[config.mk]
export PLATFORM = sky130hd
export DESIGN_NAME = qpu_queue_top
export DESIGN_NICKNAME = d
export VERILOG_FILES = /design/src/hw/qpu_cfg_pkg.sv /design/src/hw/qpu_types_pkg.sv /design/src/hw/qpu_credit_fifo.sv /design/src/hw/qpu_meas_reg.sv /design/src/hw/qpu_timing_ctrl.sv /design/src/hw/qpu_queue_top.sv
export SDC_FILE = /design/constraint.sdc
export NUM_CORES = 1
export LEC_CHECK = 0
export ABC_AREA = 1
export BUFFER_PORTS_ARGS = -buffer_cell sky130_fd_sc_hd__buf_2
export CAP_MARGIN = 5
export CORE_ASPECT_RATIO = 0.7
export CORE_MARGIN = 2
export CORE_UTILIZATION = 50
export CTS_CLUSTER_DIAMETER = 100
export DETAILED_ROUTE_END_ITERATION = 16
export GPL_TIMING_DRIVEN = 1
export PLACE_DENSITY = 0.7
export SYNTH_ARGS = -nofsm -noshare
export SYNTH_HDL_FRONTEND = slang
export SYNTH_SLANG_ARGS = --single-unit
[constraint.sdc]
create_clock -name clk -period 3.1 [get_ports clk]
set_clock_uncertainty 0.05 [all_clocks]
set_input_delay 0.465 -clock clk [delete_from_list [all_inputs] [get_ports clk]]
set_output_delay 0.465 -clock clk [all_outputs]
set_load 0.05 [all_outputs]
[src/hw/qpu_cfg_pkg.sv]
package qpu_cfg_pkg;

  ////////////////////////////////////////////////////////////
  // timing
  ////////////////////////////////////////////////////////////

  // wait duration width, also the trigger counter width
  localparam int TIME_WIDTH = 16;

  ////////////////////////////////////////////////////////////
  // event outputs
  ////////////////////////////////////////////////////////////

  // number of output event channels
  localparam int EVENT_NUM = 4;
  // data driven on the event wires
  localparam int EVENT_WIRE_WIDTH = 8;

  ////////////////////////////////////////////////////////////
  // measurement feedback
  ////////////////////////////////////////////////////////////

  // qubits held in the result register
  localparam int QUBIT_NUM = 5;
  // qubit index carried by a conditional event
  localparam int QUBIT_IDX_WIDTH = 3;

  // entries per queue, equal to the host's initial credits
  localparam int QUEUE_DEPTH = 8;

endpackage

[src/hw/qpu_types_pkg.sv]
package qpu_types_pkg;

  ////////////////////////////////////////////////////////////
  // condition attached to an event
  ////////////////////////////////////////////////////////////

  typedef enum logic [1:0] {
    // always issued
    COND_NONE    = 2'd0,
    // issued only if the tested qubit measured 0
    COND_IF_ZERO = 2'd1,
    // issued only if the tested qubit measured 1
    COND_IF_ONE  = 2'd2
  } cond_e;

  ////////////////////////////////////////////////////////////
  // queue entries
  ////////////////////////////////////////////////////////////

  // one time point, in trigger cycles
  typedef struct packed {
    logic [qpu_cfg_pkg::TIME_WIDTH-1:0] wait_cycles;
  } time_entry_t;

  // one event, 17 bits with the default sizes
  typedef struct packed {
    logic [qpu_cfg_pkg::EVENT_NUM-1:0]        mask;
    logic [qpu_cfg_pkg::EVENT_WIRE_WIDTH-1:0] data;
    cond_e                                    cond;
    logic [qpu_cfg_pkg::QUBIT_IDX_WIDTH-1:0]  qubit;
  } event_entry_t;

  ////////////////////////////////////////////////////////////
  // measurement unit and output side
  ////////////////////////////////////////////////////////////

  // result write, only masked qubits are touched
  typedef struct packed {
    logic [qpu_cfg_pkg::QUBIT_NUM-1:0] mask;
    logic [qpu_cfg_pkg::QUBIT_NUM-1:0] result;
  } meas_wr_t;

  // issued event, one valid bit per channel
  typedef struct packed {
    logic [qpu_cfg_pkg::EVENT_NUM-1:0]        valid;
    logic [qpu_cfg_pkg::EVENT_WIRE_WIDTH-1:0] data;
  } event_out_t;

endpackage

[src/hw/qpu_credit_fifo.sv]
`timescale 1ns/1ps

module qpu_credit_fifo #(
  parameter type T_PAYLOAD = logic,
  parameter int  DEPTH     = 8
) (
  input  logic     clk,
  input  logic     i_arst_n,
  input  logic     i_push,
  input  T_PAYLOAD i_data,
  input  logic     i_pop,
  output T_PAYLOAD o_head,
  output logic     o_nonempty,
  output logic     o_credit
);

  // storage, no reset on payload
  T_PAYLOAD mem [DEPTH];

  logic [$clog2(DEPTH)-1:0]   wr_ptr;
  logic [$clog2(DEPTH)-1:0]   rd_ptr;
  // occupancy, 0 up to DEPTH
  logic [$clog2(DEPTH+1)-1:0] count;
  logic                       full;
  logic                       do_push;
  logic                       do_pop;
  logic                       credit_q;

  ////////////////////////////////////////////////////////////
  // flags and qualified strobes
  ////////////////////////////////////////////////////////////

  assign full       = (count == ($clog2(DEPTH+1))'(DEPTH));
  assign o_nonempty = (count != '0);
  // pop on empty is ignored
  assign do_pop     = i_pop && o_nonempty;
  // push on full only lands if a slot frees in the same cycle
  assign do_push    = i_push && (!full || do_pop);

  ////////////////////////////////////////////////////////////
  // write side
  ////////////////////////////////////////////////////////////

  always_ff @(posedge clk)
  begin
    if (do_push)
    begin
      mem[wr_ptr] <= i_data;
    end
  end

  // pointers and occupancy
  always_ff @(posedge clk or negedge i_arst_n)
  begin
    if (!i_arst_n)
    begin
      wr_ptr <= '0;
      rd_ptr <= '0;
      count  <= '0;
    end
    else
    begin
      // explicit wrap, DEPTH need not be a power of two
      if (do_push)
      begin
        wr_ptr <= (wr_ptr == ($clog2(DEPTH))'(DEPTH - 1)) ? '0 : wr_ptr + 1'b1;
      end
      if (do_pop)
      begin
        rd_ptr <= (rd_ptr == ($clog2(DEPTH))'(DEPTH - 1)) ? '0 : rd_ptr + 1'b1;
      end
      case ({do_push, do_pop})
        2'b10:   count <= count + 1'b1;
        2'b01:   count <= count - 1'b1;
        default: count <= count;
      endcase
    end
  end

  ////////////////////////////////////////////////////////////
  // read side and credit return
  ////////////////////////////////////////////////////////////

  // head visible the cycle after its push
  assign o_head = mem[rd_ptr];

  // one credit back per pop, one cycle later
  always_ff @(posedge clk or negedge i_arst_n)
  begin
    if (!i_arst_n)
    begin
      credit_q <= 1'b0;
    end
    else
    begin
      credit_q <= do_pop;
    end
  end

  assign o_credit = credit_q;

endmodule

[src/hw/qpu_meas_reg.sv]
`timescale 1ns/1ps

module qpu_meas_reg (
  input  logic                               clk,
  input  logic                               i_arst_n,
  input  logic                               i_meas_wen,
  input  qpu_types_pkg::meas_wr_t            i_meas_wr,
  output logic [qpu_cfg_pkg::QUBIT_NUM-1:0]  o_meas_zero,
  output logic [qpu_cfg_pkg::QUBIT_NUM-1:0]  o_meas_one
);

  // last result per qubit
  logic [qpu_cfg_pkg::QUBIT_NUM-1:0] result_q;
  // qubit measured at least once since reset
  logic [qpu_cfg_pkg::QUBIT_NUM-1:0] known_q;

  ////////////////////////////////////////////////////////////
  // result bits, only masked qubits change
  ////////////////////////////////////////////////////////////

  always_ff @(posedge clk)
  begin
    if (i_meas_wen)
    begin
      result_q <= (result_q & ~i_meas_wr.mask) | (i_meas_wr.result & i_meas_wr.mask);
    end
  end

  // known bits, cleared by reset
  always_ff @(posedge clk or negedge i_arst_n)
  begin
    if (!i_arst_n)
    begin
      known_q <= '0;
    end
    else if (i_meas_wen)
    begin
      known_q <= known_q | i_meas_wr.mask;
    end
  end

  ////////////////////////////////////////////////////////////
  // feedback flags
  ////////////////////////////////////////////////////////////

  // unknown qubit raises neither flag
  assign o_meas_zero = known_q & ~result_q;
  assign o_meas_one  = known_q & result_q;

endmodule

[src/hw/qpu_timing_ctrl.sv]
`timescale 1ns/1ps

module qpu_timing_ctrl (
  input  logic                              clk,
  input  logic                              i_arst_n,
  input  logic                              i_trigger,
  input  qpu_types_pkg::time_entry_t        i_tp_head,
  input  logic                              i_tp_nonempty,
  input  qpu_types_pkg::event_entry_t       i_ev_head,
  input  logic                              i_ev_nonempty,
  input  logic [qpu_cfg_pkg::QUBIT_NUM-1:0] i_meas_zero,
  input  logic [qpu_cfg_pkg::QUBIT_NUM-1:0] i_meas_one,
  output logic                              o_pop,
  output qpu_types_pkg::event_out_t         o_event
);

  // trigger cycles already spent on the head time point
  logic [qpu_cfg_pkg::TIME_WIDTH-1:0]             cnt_q;
  logic [qpu_cfg_pkg::TIME_WIDTH-1:0]             target;
  logic                                           count_en;
  logic                                           release_now;
  // flags widened to the full index range
  logic [2**qpu_cfg_pkg::QUBIT_IDX_WIDTH-1:0]     zero_ext;
  logic [2**qpu_cfg_pkg::QUBIT_IDX_WIDTH-1:0]     one_ext;
  logic                                           cond_pass;
  logic                                           issue;
  logic [qpu_cfg_pkg::EVENT_NUM-1:0]              valid_q;
  logic [qpu_cfg_pkg::EVENT_WIRE_WIDTH-1:0]       data_q;

  ////////////////////////////////////////////////////////////
  // trigger-cycle counter
  ////////////////////////////////////////////////////////////

  // empty queue stalls the count
  assign count_en = i_trigger && i_tp_nonempty && i_ev_nonempty;
  // wait of 0 behaves as 1
  assign target = (i_tp_head.wait_cycles == '0) ?
                  (qpu_cfg_pkg::TIME_WIDTH)'(1) : i_tp_head.wait_cycles;
  // this counting cycle is number cnt_q + 1
  assign release_now = count_en && ((cnt_q + 1'b1) == target);
  // pops time point and event together
  assign o_pop = release_now;

  always_ff @(posedge clk or negedge i_arst_n)
  begin
    if (!i_arst_n)
    begin
      cnt_q <= '0;
    end
    else if (release_now)
    begin
      cnt_q <= '0;
    end
    else if (count_en)
    begin
      cnt_q <= cnt_q + 1'b1;
    end
  end

  ////////////////////////////////////////////////////////////
  // condition check on the head event
  ////////////////////////////////////////////////////////////

  // indices past QUBIT_NUM read as unmeasured
  assign zero_ext = (2**qpu_cfg_pkg::QUBIT_IDX_WIDTH)'(i_meas_zero);
  assign one_ext  = (2**qpu_cfg_pkg::QUBIT_IDX_WIDTH)'(i_meas_one);

  always_comb
  begin
    case (i_ev_head.cond)
      qpu_types_pkg::COND_NONE:    cond_pass = 1'b1;
      qpu_types_pkg::COND_IF_ZERO: cond_pass = zero_ext[i_ev_head.qubit];
      qpu_types_pkg::COND_IF_ONE:  cond_pass = one_ext[i_ev_head.qubit];
      default:                     cond_pass = 1'b0;
    endcase
  end

  // failed condition drops the event but still pops it
  assign issue = release_now && cond_pass;

  ////////////////////////////////////////////////////////////
  // registered event output, one-cycle pulse
  ////////////////////////////////////////////////////////////

  always_ff @(posedge clk or negedge i_arst_n)
  begin
    if (!i_arst_n)
    begin
      valid_q <= '0;
    end
    else
    begin
      valid_q <= issue ? i_ev_head.mask : '0;
    end
  end

  // wires idle at zero between pulses
  always_ff @(posedge clk)
  begin
    data_q <= issue ? i_ev_head.data : '0;
  end

  assign o_event = '{valid: valid_q, data: data_q};

endmodule

[src/hw/qpu_queue_top.sv]
`timescale 1ns/1ps

module qpu_queue_top (
  input  logic                        clk,
  input  logic                        i_arst_n,
  input  logic                        i_trigger,
  // time-point push, credit based
  input  logic                        i_tp_push,
  input  qpu_types_pkg::time_entry_t  i_tp_entry,
  output logic                        o_tp_credit,
  // event push, credit based
  input  logic                        i_ev_push,
  input  qpu_types_pkg::event_entry_t i_ev_entry,
  output logic                        o_ev_credit,
  // measurement unit write
  input  logic                        i_meas_wen,
  input  qpu_types_pkg::meas_wr_t     i_meas_wr,
  output qpu_types_pkg::event_out_t   o_event
);

  ////////////////////////////////////////////////////////////
  // internal nets
  ////////////////////////////////////////////////////////////

  qpu_types_pkg::time_entry_t        tp_head;
  logic                              tp_nonempty;
  qpu_types_pkg::event_entry_t       ev_head;
  logic                              ev_nonempty;
  // shared release strobe
  logic                              pop;
  logic [qpu_cfg_pkg::QUBIT_NUM-1:0] meas_zero;
  logic [qpu_cfg_pkg::QUBIT_NUM-1:0] meas_one;

  // time-point queue
  qpu_credit_fifo #(
    .T_PAYLOAD (qpu_types_pkg::time_entry_t),
    .DEPTH     (qpu_cfg_pkg::QUEUE_DEPTH)
  ) u_tp_fifo (
    .clk        (clk),
    .i_arst_n   (i_arst_n),
    .i_push     (i_tp_push),
    .i_data     (i_tp_entry),
    .i_pop      (pop),
    .o_head     (tp_head),
    .o_nonempty (tp_nonempty),
    .o_credit   (o_tp_credit)
  );

  // event queue
  qpu_credit_fifo #(
    .T_PAYLOAD (qpu_types_pkg::event_entry_t),
    .DEPTH     (qpu_cfg_pkg::QUEUE_DEPTH)
  ) u_ev_fifo (
    .clk        (clk),
    .i_arst_n   (i_arst_n),
    .i_push     (i_ev_push),
    .i_data     (i_ev_entry),
    .i_pop      (pop),
    .o_head     (ev_head),
    .o_nonempty (ev_nonempty),
    .o_credit   (o_ev_credit)
  );

  // fast feedback flags
  qpu_meas_reg u_meas_reg (
    .clk         (clk),
    .i_arst_n    (i_arst_n),
    .i_meas_wen  (i_meas_wen),
    .i_meas_wr   (i_meas_wr),
    .o_meas_zero (meas_zero),
    .o_meas_one  (meas_one)
  );

  qpu_timing_ctrl u_timing_ctrl (
    .clk           (clk),
    .i_arst_n      (i_arst_n),
    .i_trigger     (i_trigger),
    .i_tp_head     (tp_head),
    .i_tp_nonempty (tp_nonempty),
    .i_ev_head     (ev_head),
    .i_ev_nonempty (ev_nonempty),
    .i_meas_zero   (meas_zero),
    .i_meas_one    (meas_one),
    .o_pop         (pop),
    .o_event       (o_event)
  );

endmodule

### Yosys cells after proc, flatten, opt, wreduce, memory -nomap -nowiden

Memories as Yosys holds them, arrays and structs flattened.
Index checks and enable logic that the tools add are counted.

| cells by class | value |
|---|---|
| equal/unequal tests | 13 |
| reduce and logical (&&, ||, !) cells | 19 |
| add/sub/neg operators | 9 |
| bitwise logic cells | 8 |
| mux-type cells | 19 |
| order comparisons | 1 |

Operators by type and width:

| cell | number |
|---|---|
| $mux 16 | 3 |
| $and 5x5->5 | 4 |
| $add 16x1->16 const B | 1 |
| $eq 16x16->1 | 1 |
| $logic_not 16->1 | 1 |
| $pmux 4 s2 | 2 |
| $add 3x1->3 const B | 4 |
| $eq 3x3->1 const B | 4 |
| $mux 3 | 4 |
| $not 5->5 | 2 |
| $or 5x5->5 | 2 |
| $add 4x1->4 const B | 2 |
| $eq 4x4->1 const B | 2 |
| $logic_and 1x1->1 | 8 |
| $reduce_bool 4->1 | 2 |
| $sub 4x1->4 const B | 2 |
| $bmux 1 s3 | 2 |
| $eq 2x1->1 const B | 3 |
| $eq 2x2->1 const B | 3 |
| $mux 1 | 6 |
| $reduce_bool 2->1 | 3 |
| $lt 3x4->1 const B | 1 |
| $mux 4 | 1 |
| $pmux 1 s3 | 1 |
| 3 further kinds | 5 |

| storage, ports and cells | value |
|---|---|
| flip-flop bits (word level) | 60 |
| memories kept | 2 |
| bits of input ports | 49 |
| memory bits (writable) | 264 |

Memories:

| memory | depth | bits a word | read ports | clocked after memory_dff | write ports | line | text |
|---|---|---|---|---|---|---|---|
| u_ev_fifo.mem | 8 | 17 | 1 | 0 | 1 | qpu_credit_fifo.sv:18 | `T_PAYLOAD mem [DEPTH];` |
| u_tp_fifo.mem | 8 | 16 | 1 | 0 | 1 | qpu_credit_fifo.sv:18 |  |

### Depth between registers and ports, before layout

An unclocked memory read counts as a cell.

| depth | value |
|---|---|
| depth after elaboration | 10 |
| mapped depth | 28 |
| mapped depth without buffers | 26 |

### Hierarchy

Synthesis repeated with hierarchy kept, for this count alone.

| second synthesis, totals | value |
|---|---|
| cell total of the unflattened synthesis | 1403 |
| area, all modules | 14391.3 um^2 |

Modules (own cells, without submodules):

| module | area an instance (um^2) | instances | cells an instance |
|---|---|---|---|
| qpu_credit_fifo at u_ev_fifo | 5968.2 | 1 | 505 |
| qpu_credit_fifo at u_tp_fifo | 5736.8 | 1 | 482 |
| qpu_timing_ctrl | 2279.7 | 1 | 371 |
| qpu_meas_reg | 406.6 | 1 | 45 |

### Worst setup path after synthesis

No wires, ideal clock.

| timing path | value |
|---|---|
| path type | flip-flop to flip-flop |
| from | reg u_timing_ctrl.cnt_q[0] (netlist name) |
| to | mem u_ev_fifo.mem[0][0] (netlist name), enable pin |
| period minus slack after synthesis | 3267 ps |
| data required time | 2660 ps |
| stages on the path, launching flop included | 17 |
| buffers on the path | 1 |
| slack | -167 ps |
| data arrival time | 2826 ps |
| cell sequence | dfrtp_1 ha_1 nand3_1 inv_1 nand2_1 nor2_2 nand2_1 o21ai_0 nand2_1 inv_1 nand3_1 a21oi_1 nand4_1 buf_6 a21boi_4 nand2_2 nor2_1 |

| on the way | value |
|---|---|
| cells in the longest elaborated chain, start to end | 8 |

RTL lines:

| element | line | text |
|---|---|---|
| start, declared | qpu_timing_ctrl.sv:18 | `logic [qpu_cfg_pkg::TIME_WIDTH-1:0] cnt_q;` |
| start signal, assigned | qpu_timing_ctrl.sv:56 | `cnt_q <= cnt_q + 1'b1;` |
| $add 16x1->16 | qpu_timing_ctrl.sv:40 | `assign release_now = count_en && ((cnt_q + 1'b1) == target);` |
| $eq 16x16->1 | qpu_timing_ctrl.sv:40 |  |
| $logic_and 1x1->1 | qpu_timing_ctrl.sv:40 |  |
| $logic_and 1x1->1 | qpu_credit_fifo.sv:36 | `assign do_pop = i_pop && o_nonempty;` |
| $logic_or 1x1->1 | qpu_credit_fifo.sv:38 | `assign do_push = i_push && (!full \|\| do_pop);` |
| $logic_and 1x1->1 | qpu_credit_fifo.sv:38 |  |
| $mux 1 | qpu_credit_fifo.sv:46 | `if (do_push)` |
| $mux 1 (implied by the code) | qpu_credit_fifo.sv:48 | `mem[wr_ptr] <= i_data;` |
| end, declared | qpu_credit_fifo.sv:18 |  |

Every way passes these cells.

### Worst setup path after layout

| timing path | value |
|---|---|
| from | reg u_tp_fifo.rd_ptr[0] |
| to | mem u_tp_fifo.mem[5][8] (netlist name), enable pin |

| on the way | value |
|---|---|
| cells in the longest elaborated chain, start to end | 10 |

RTL lines:

| element | line | text |
|---|---|---|
| start, declared | qpu_credit_fifo.sv:21 | `logic [$clog2(DEPTH)-1:0] rd_ptr;` |
| start signal, assigned | qpu_credit_fifo.sv:70 | `rd_ptr <= (rd_ptr == ($clog2(DEPTH))'(DEPTH - 1)) ? '0 : rd_ptr + 1'b1;` |
| $mem_v2 8x16 (*) | -- |  |
| $logic_not 16->1 | qpu_timing_ctrl.sv:37 | `assign target = (i_tp_head.wait_cycles == '0) ?` |
| $mux 16 (*) | qpu_timing_ctrl.sv:37 |  |
| $eq 16x16->1 (*) | qpu_timing_ctrl.sv:40 |  |
| $logic_and 1x1->1 (*) | qpu_timing_ctrl.sv:40 |  |
| $logic_and 1x1->1 (*) | qpu_credit_fifo.sv:36 |  |
| $logic_or 1x1->1 (*) | qpu_credit_fifo.sv:38 |  |
| $logic_and 1x1->1 (*) | qpu_credit_fifo.sv:38 |  |
| $mux 1 (*) | qpu_credit_fifo.sv:46 |  |
| $mux 1 (implied by the code) (*) | qpu_credit_fifo.sv:48 |  |
| end, declared | qpu_credit_fifo.sv:18 |  |

Mark *: on every way between the ends. The rest lies on a longest branch, timed or not.

==> results.json <==
{
  "yosys_warnings": 0,
  "tritoncts": "done",
  "finalSetupViolCount": 270,
  "min_path_cells": 1,
  "power.leakage_uw": 0.007170,
  "maxCapViolations": 0,
  "initial_core_util": 0.5050,
  "max_freq_mhz": 295.7,
  "dieHeight_um": 143.8,
  "reg2reg_to": "u_tp_fifo.mem[5][8]$_DFFE_PP_",
  "synth_top_cell_by_area": "edfxtp_1",
  "insertion_delay_ps": 590,
  "synth_top_area_frac": 0.5789,
  "vias": 10210,
  "antenna_found_initial": 0,
  "setup_ws_ps": -282.0,
  "slowest_stage": "dfrtp_2",
  "r2r_slack_ps": -280,
  "worstSetupEndpoint": "u_tp_fifo.mem[5][8]$_DFFE_PP_",
  "fillers": 2109,
  "grt_pass1_wl_um": 52930,
  "crit_start": "u_tp_fifo.rd_ptr[0]$_DFFE_PN0N_",
  "drc": 0,
  "synth_edf_count": 269,
  "min_period_over_period": 1.091,
  "period_minus_slack_ps": 3382,
  "die_area_mm2": 0.02928,
  "crit_cells": 24,
  "critPathKind": "reg -> reg",
  "outcome": "complete, but fails checks",
  "areaGrowthSynthToFinish_pct": 24.85,
  "finalPower_uw": 11920,
  "drive_gt1_frac": 0.2227,
  "async_reset_ff_frac": 0.1451,
  "ios": 63,
  "syn-num-nets": 1383,
  "arrival_ps": 3620,
  "violations": "setup timing",
  "drt-vias-per-instance": 5.420,
  "fin_util": 0.6305,
  "crit_path_max_incr_delay_ps": 470,
  "required_ps": 3330,
  "drt-pass1-iter-count": 5,
  "critical-path-top-delay-family": "simple AND/OR/NAND/NOR gates",
  "grt_pass1_vias": 9717,
  "hpwl_um": 20720,
  "vdd_drop_max_uv": 435.7,
  "hold_viol": 0,
  "cts.sinks": 324,
  "cts_buffers": 30,
  "wl_per_cell_um": 18.63,
  "clk_path_buf_depth": 3,
  "final_nets": 1553,
  "drtIter0Drc": 1124,
  "crit_chain": "clkinv_4, buf_12, buf_6, nand2_1, nand2_1, nand2_1, nand2_1, nand2_2, nand2_2, nor2_2, nand2_1, nor2_1, nand2_1, nand2_1, nand2_1, nand2_1, nand4_1, buf_6, buf_6, a21boi_4, nand2_4, nor2_4, buf_12, buf_16",
  "cts-root-buf": "clkbuf_16",
  "rows": 51,
  "multi_input_area_mm2": 0.004095,
  "path_max_fanout": 7,
  "critPathBufInv": 7,
  "reg2reg_depth": 24,
  "yosys_most_used_dff": "edfxtp_1",
  "worst_pin_slew_ps": 588.4,
  "cp_common_cell": "nand2_1",
  "wirelength_um": 35100,
  "grt_max_degree": 57,
  "synth_cells": 1319,
  "crit_path_end_kind": "flop",
  "seqCellArea_mm2": 0.009417,
  "r2r_start": "u_tp_fifo.rd_ptr[0]$_DFFE_PN0N_",
  "synth_cell_types": 36,
  "antennaDiodeCount": 0,
  "final_max_slew_viol_count": 0,
  "core_mm2": 0.02763,
  "yosysSeqAreaShare": 0.6747,
  "slew_headroom": 0.6077,
  "die_w_um": 203.7,
  "syn-cell-area_mm2": 0.01395,
  "synth-seq-cells": 324,
  "rsz0062_at_grt": "yes",
  "ant_nets": 0,
  "gp_congestion": 0.9179,
  "hold_path_class": "in -> reg",
  "p_per_area_mw_per_mm2": 684.3,
  "overflow": 0,
  "clk_pin_slew_ps": 60,
  "htreeDepth": 1,
  "io_buffers": 62,
  "fin_setup_tns_ps": -50910,
  "syn_avg_cell_area_um2": 10.58,
  "start_kind": "flop",
  "yosys-top-cells-area": "edfxtp_1 (58%), nand2_1 (9.7%), dfrtp_1 (8.4%), inv_1 (4.0%), o21ai_0 (3.9%)",
  "track_usage": 0.2339
}
## worst min path at each step
stage / start / end / slack [ps]
floorplan: i_arst_n / u_ev_fifo.count[0]$_DFFE_PN0P_ / 120
global placement: i_arst_n / u_meas_reg.known_q[4]$_DFFE_PN0P_ / 380
finish: i_meas_wr[4] / flop / 30
CTS: i_meas_wr[4] / flop / 5
global route: i_meas_wr[4] / flop / 9
detailed placement: i_arst_n / u_meas_reg.known_q[1]$_DFFE_PN0P_ / 380
## per-stage QoR
step / cell area, um^2 / cells / setup slack [ps] / hold WS (ps)
3_3_place_gp: 15480 / 1792 / -85.47 / 376.2
2_1_floorplan: 13970 / 1319 / -166.7 / 119.4
6_report: 17420 / 1884 / -282.0 / 27.35
3_5_place_dp: 15480 / 1792 / -223.6 / 375.9
4_1_cts: 16970 / 1870 / -48.49 / 5.123
5_1_grt: 17420 / 1884 / -506.8 / 9.388
## registers in the layout, indices dropped and copies added (netlist names), 3 cells and up, named ones only
signal / flops
u_meas_reg.known_q: 5
u_tp_fifo.mem: 128
u_tp_fifo.rd_ptr: 3
u_ev_fifo.rd_ptr: 3
u_tp_fifo.count: 4
u_tp_fifo.wr_ptr: 3
u_timing_ctrl.cnt_q: 16
u_ev_fifo.wr_ptr: 3
u_timing_ctrl.data_q: 8
u_ev_fifo.count: 4
u_ev_fifo.mem: 136
u_timing_ctrl.valid_q: 4
## cells in the final DEF (no fill, tap or decap), types with 3 or more instances in the layout
cell type / instances
a21oi_1: 7
buf_12: 23
buf_16: 3
buf_2: 62
buf_4: 77
buf_6: 17
buf_8: 3
bufinv_16: 5
clkbuf_1: 10
clkbuf_16: 37
clkinv_1: 6
dfrtp_1: 45
dfxtp_1: 8
edfxtp_1: 269
ha_1: 9
ha_4: 4
inv_1: 142
nand2_1: 322
nand2_2: 40
nand2_4: 5
nand3_1: 67
nand3_2: 7
nand4_1: 7
nor2_1: 106
nor2_2: 7
nor2_4: 18
nor3_1: 5
o21ai_0: 99
o21ai_1: 11
o221ai_1: 15
o22ai_1: 25
or2_2: 5
xor2_1: 12
## where the power goes
| part | leakage, uW | internal, uW | switching (uW) |
|---|---|---|---|
| clock network | 0.000489 | 2250 | 1590 |
| registers | 0.00307 | 5380 | 270 |
| logic | 0.00361 | 985 | 1450 |
| total | 0.00717 | 8620 | 3310 |
## synthesized netlist by cell type, types with 2 or more instances
master,n
buf_1,3
o221ai_1,15
buf_6,3
a21oi_1,7
xnor2_1,2
inv_1,147
edfxtp_1,269
nor2_2,2
o21ai_0,108
dfrtp_1,47
fa_1,2
ha_1,13
clkbuf_1,25
buf_4,8
a21boi_4,2
o22ai_1,25
buf_2,16
dfxtp_1,8
nand3_1,73
nand2_1,361
a31oi_1,3
nand2_2,6
xor2_1,13
or2_2,5
o31ai_1,2
nor2_1,129
o21ai_1,4
o211ai_1,2
nor3_1,6
nand4_1,7
## layout make-up
cell class,count,share of cell area
clock inverters,14,0.01164
well taps,371,0.02665
repair buffers,193,0.1064
clock buffers,42,0.04683
inverters,149,0.03290
multi-input cells,791,0.2351
flip-flops and latches,324,0.5405
## kinds of logic after synthesis
family / count (synthesis) / share of synthesized area
fa+ha+maj: 15 / 0.01453
compound gates: 170 / 0.07075
buf+inv: 204 / 0.06026
xor+xnor: 15 / 0.009416
flops: 324 / 0.6747
simple gates: 591 / 0.1704
## per-layer routing
layer,routed length (um),global-route usage,up-vias
met5,0,0,-
met2,15560,0.3505,431
met1,15980,0.3598,4956
met4,693,0.05609,0
met3,2864,0.03469,56
li1,-,-,4769
## timing repair
item	4_1_cts	5_1_grt
pin swaps	32	37
hold endpoints to repair	14	0
gates resized for setup	64	75
endpoints found under the setup margin	270	295
hold buffers	1	0
buffers inserted	19	9
cloned	4	7
(Power assumes the default switching activity.)
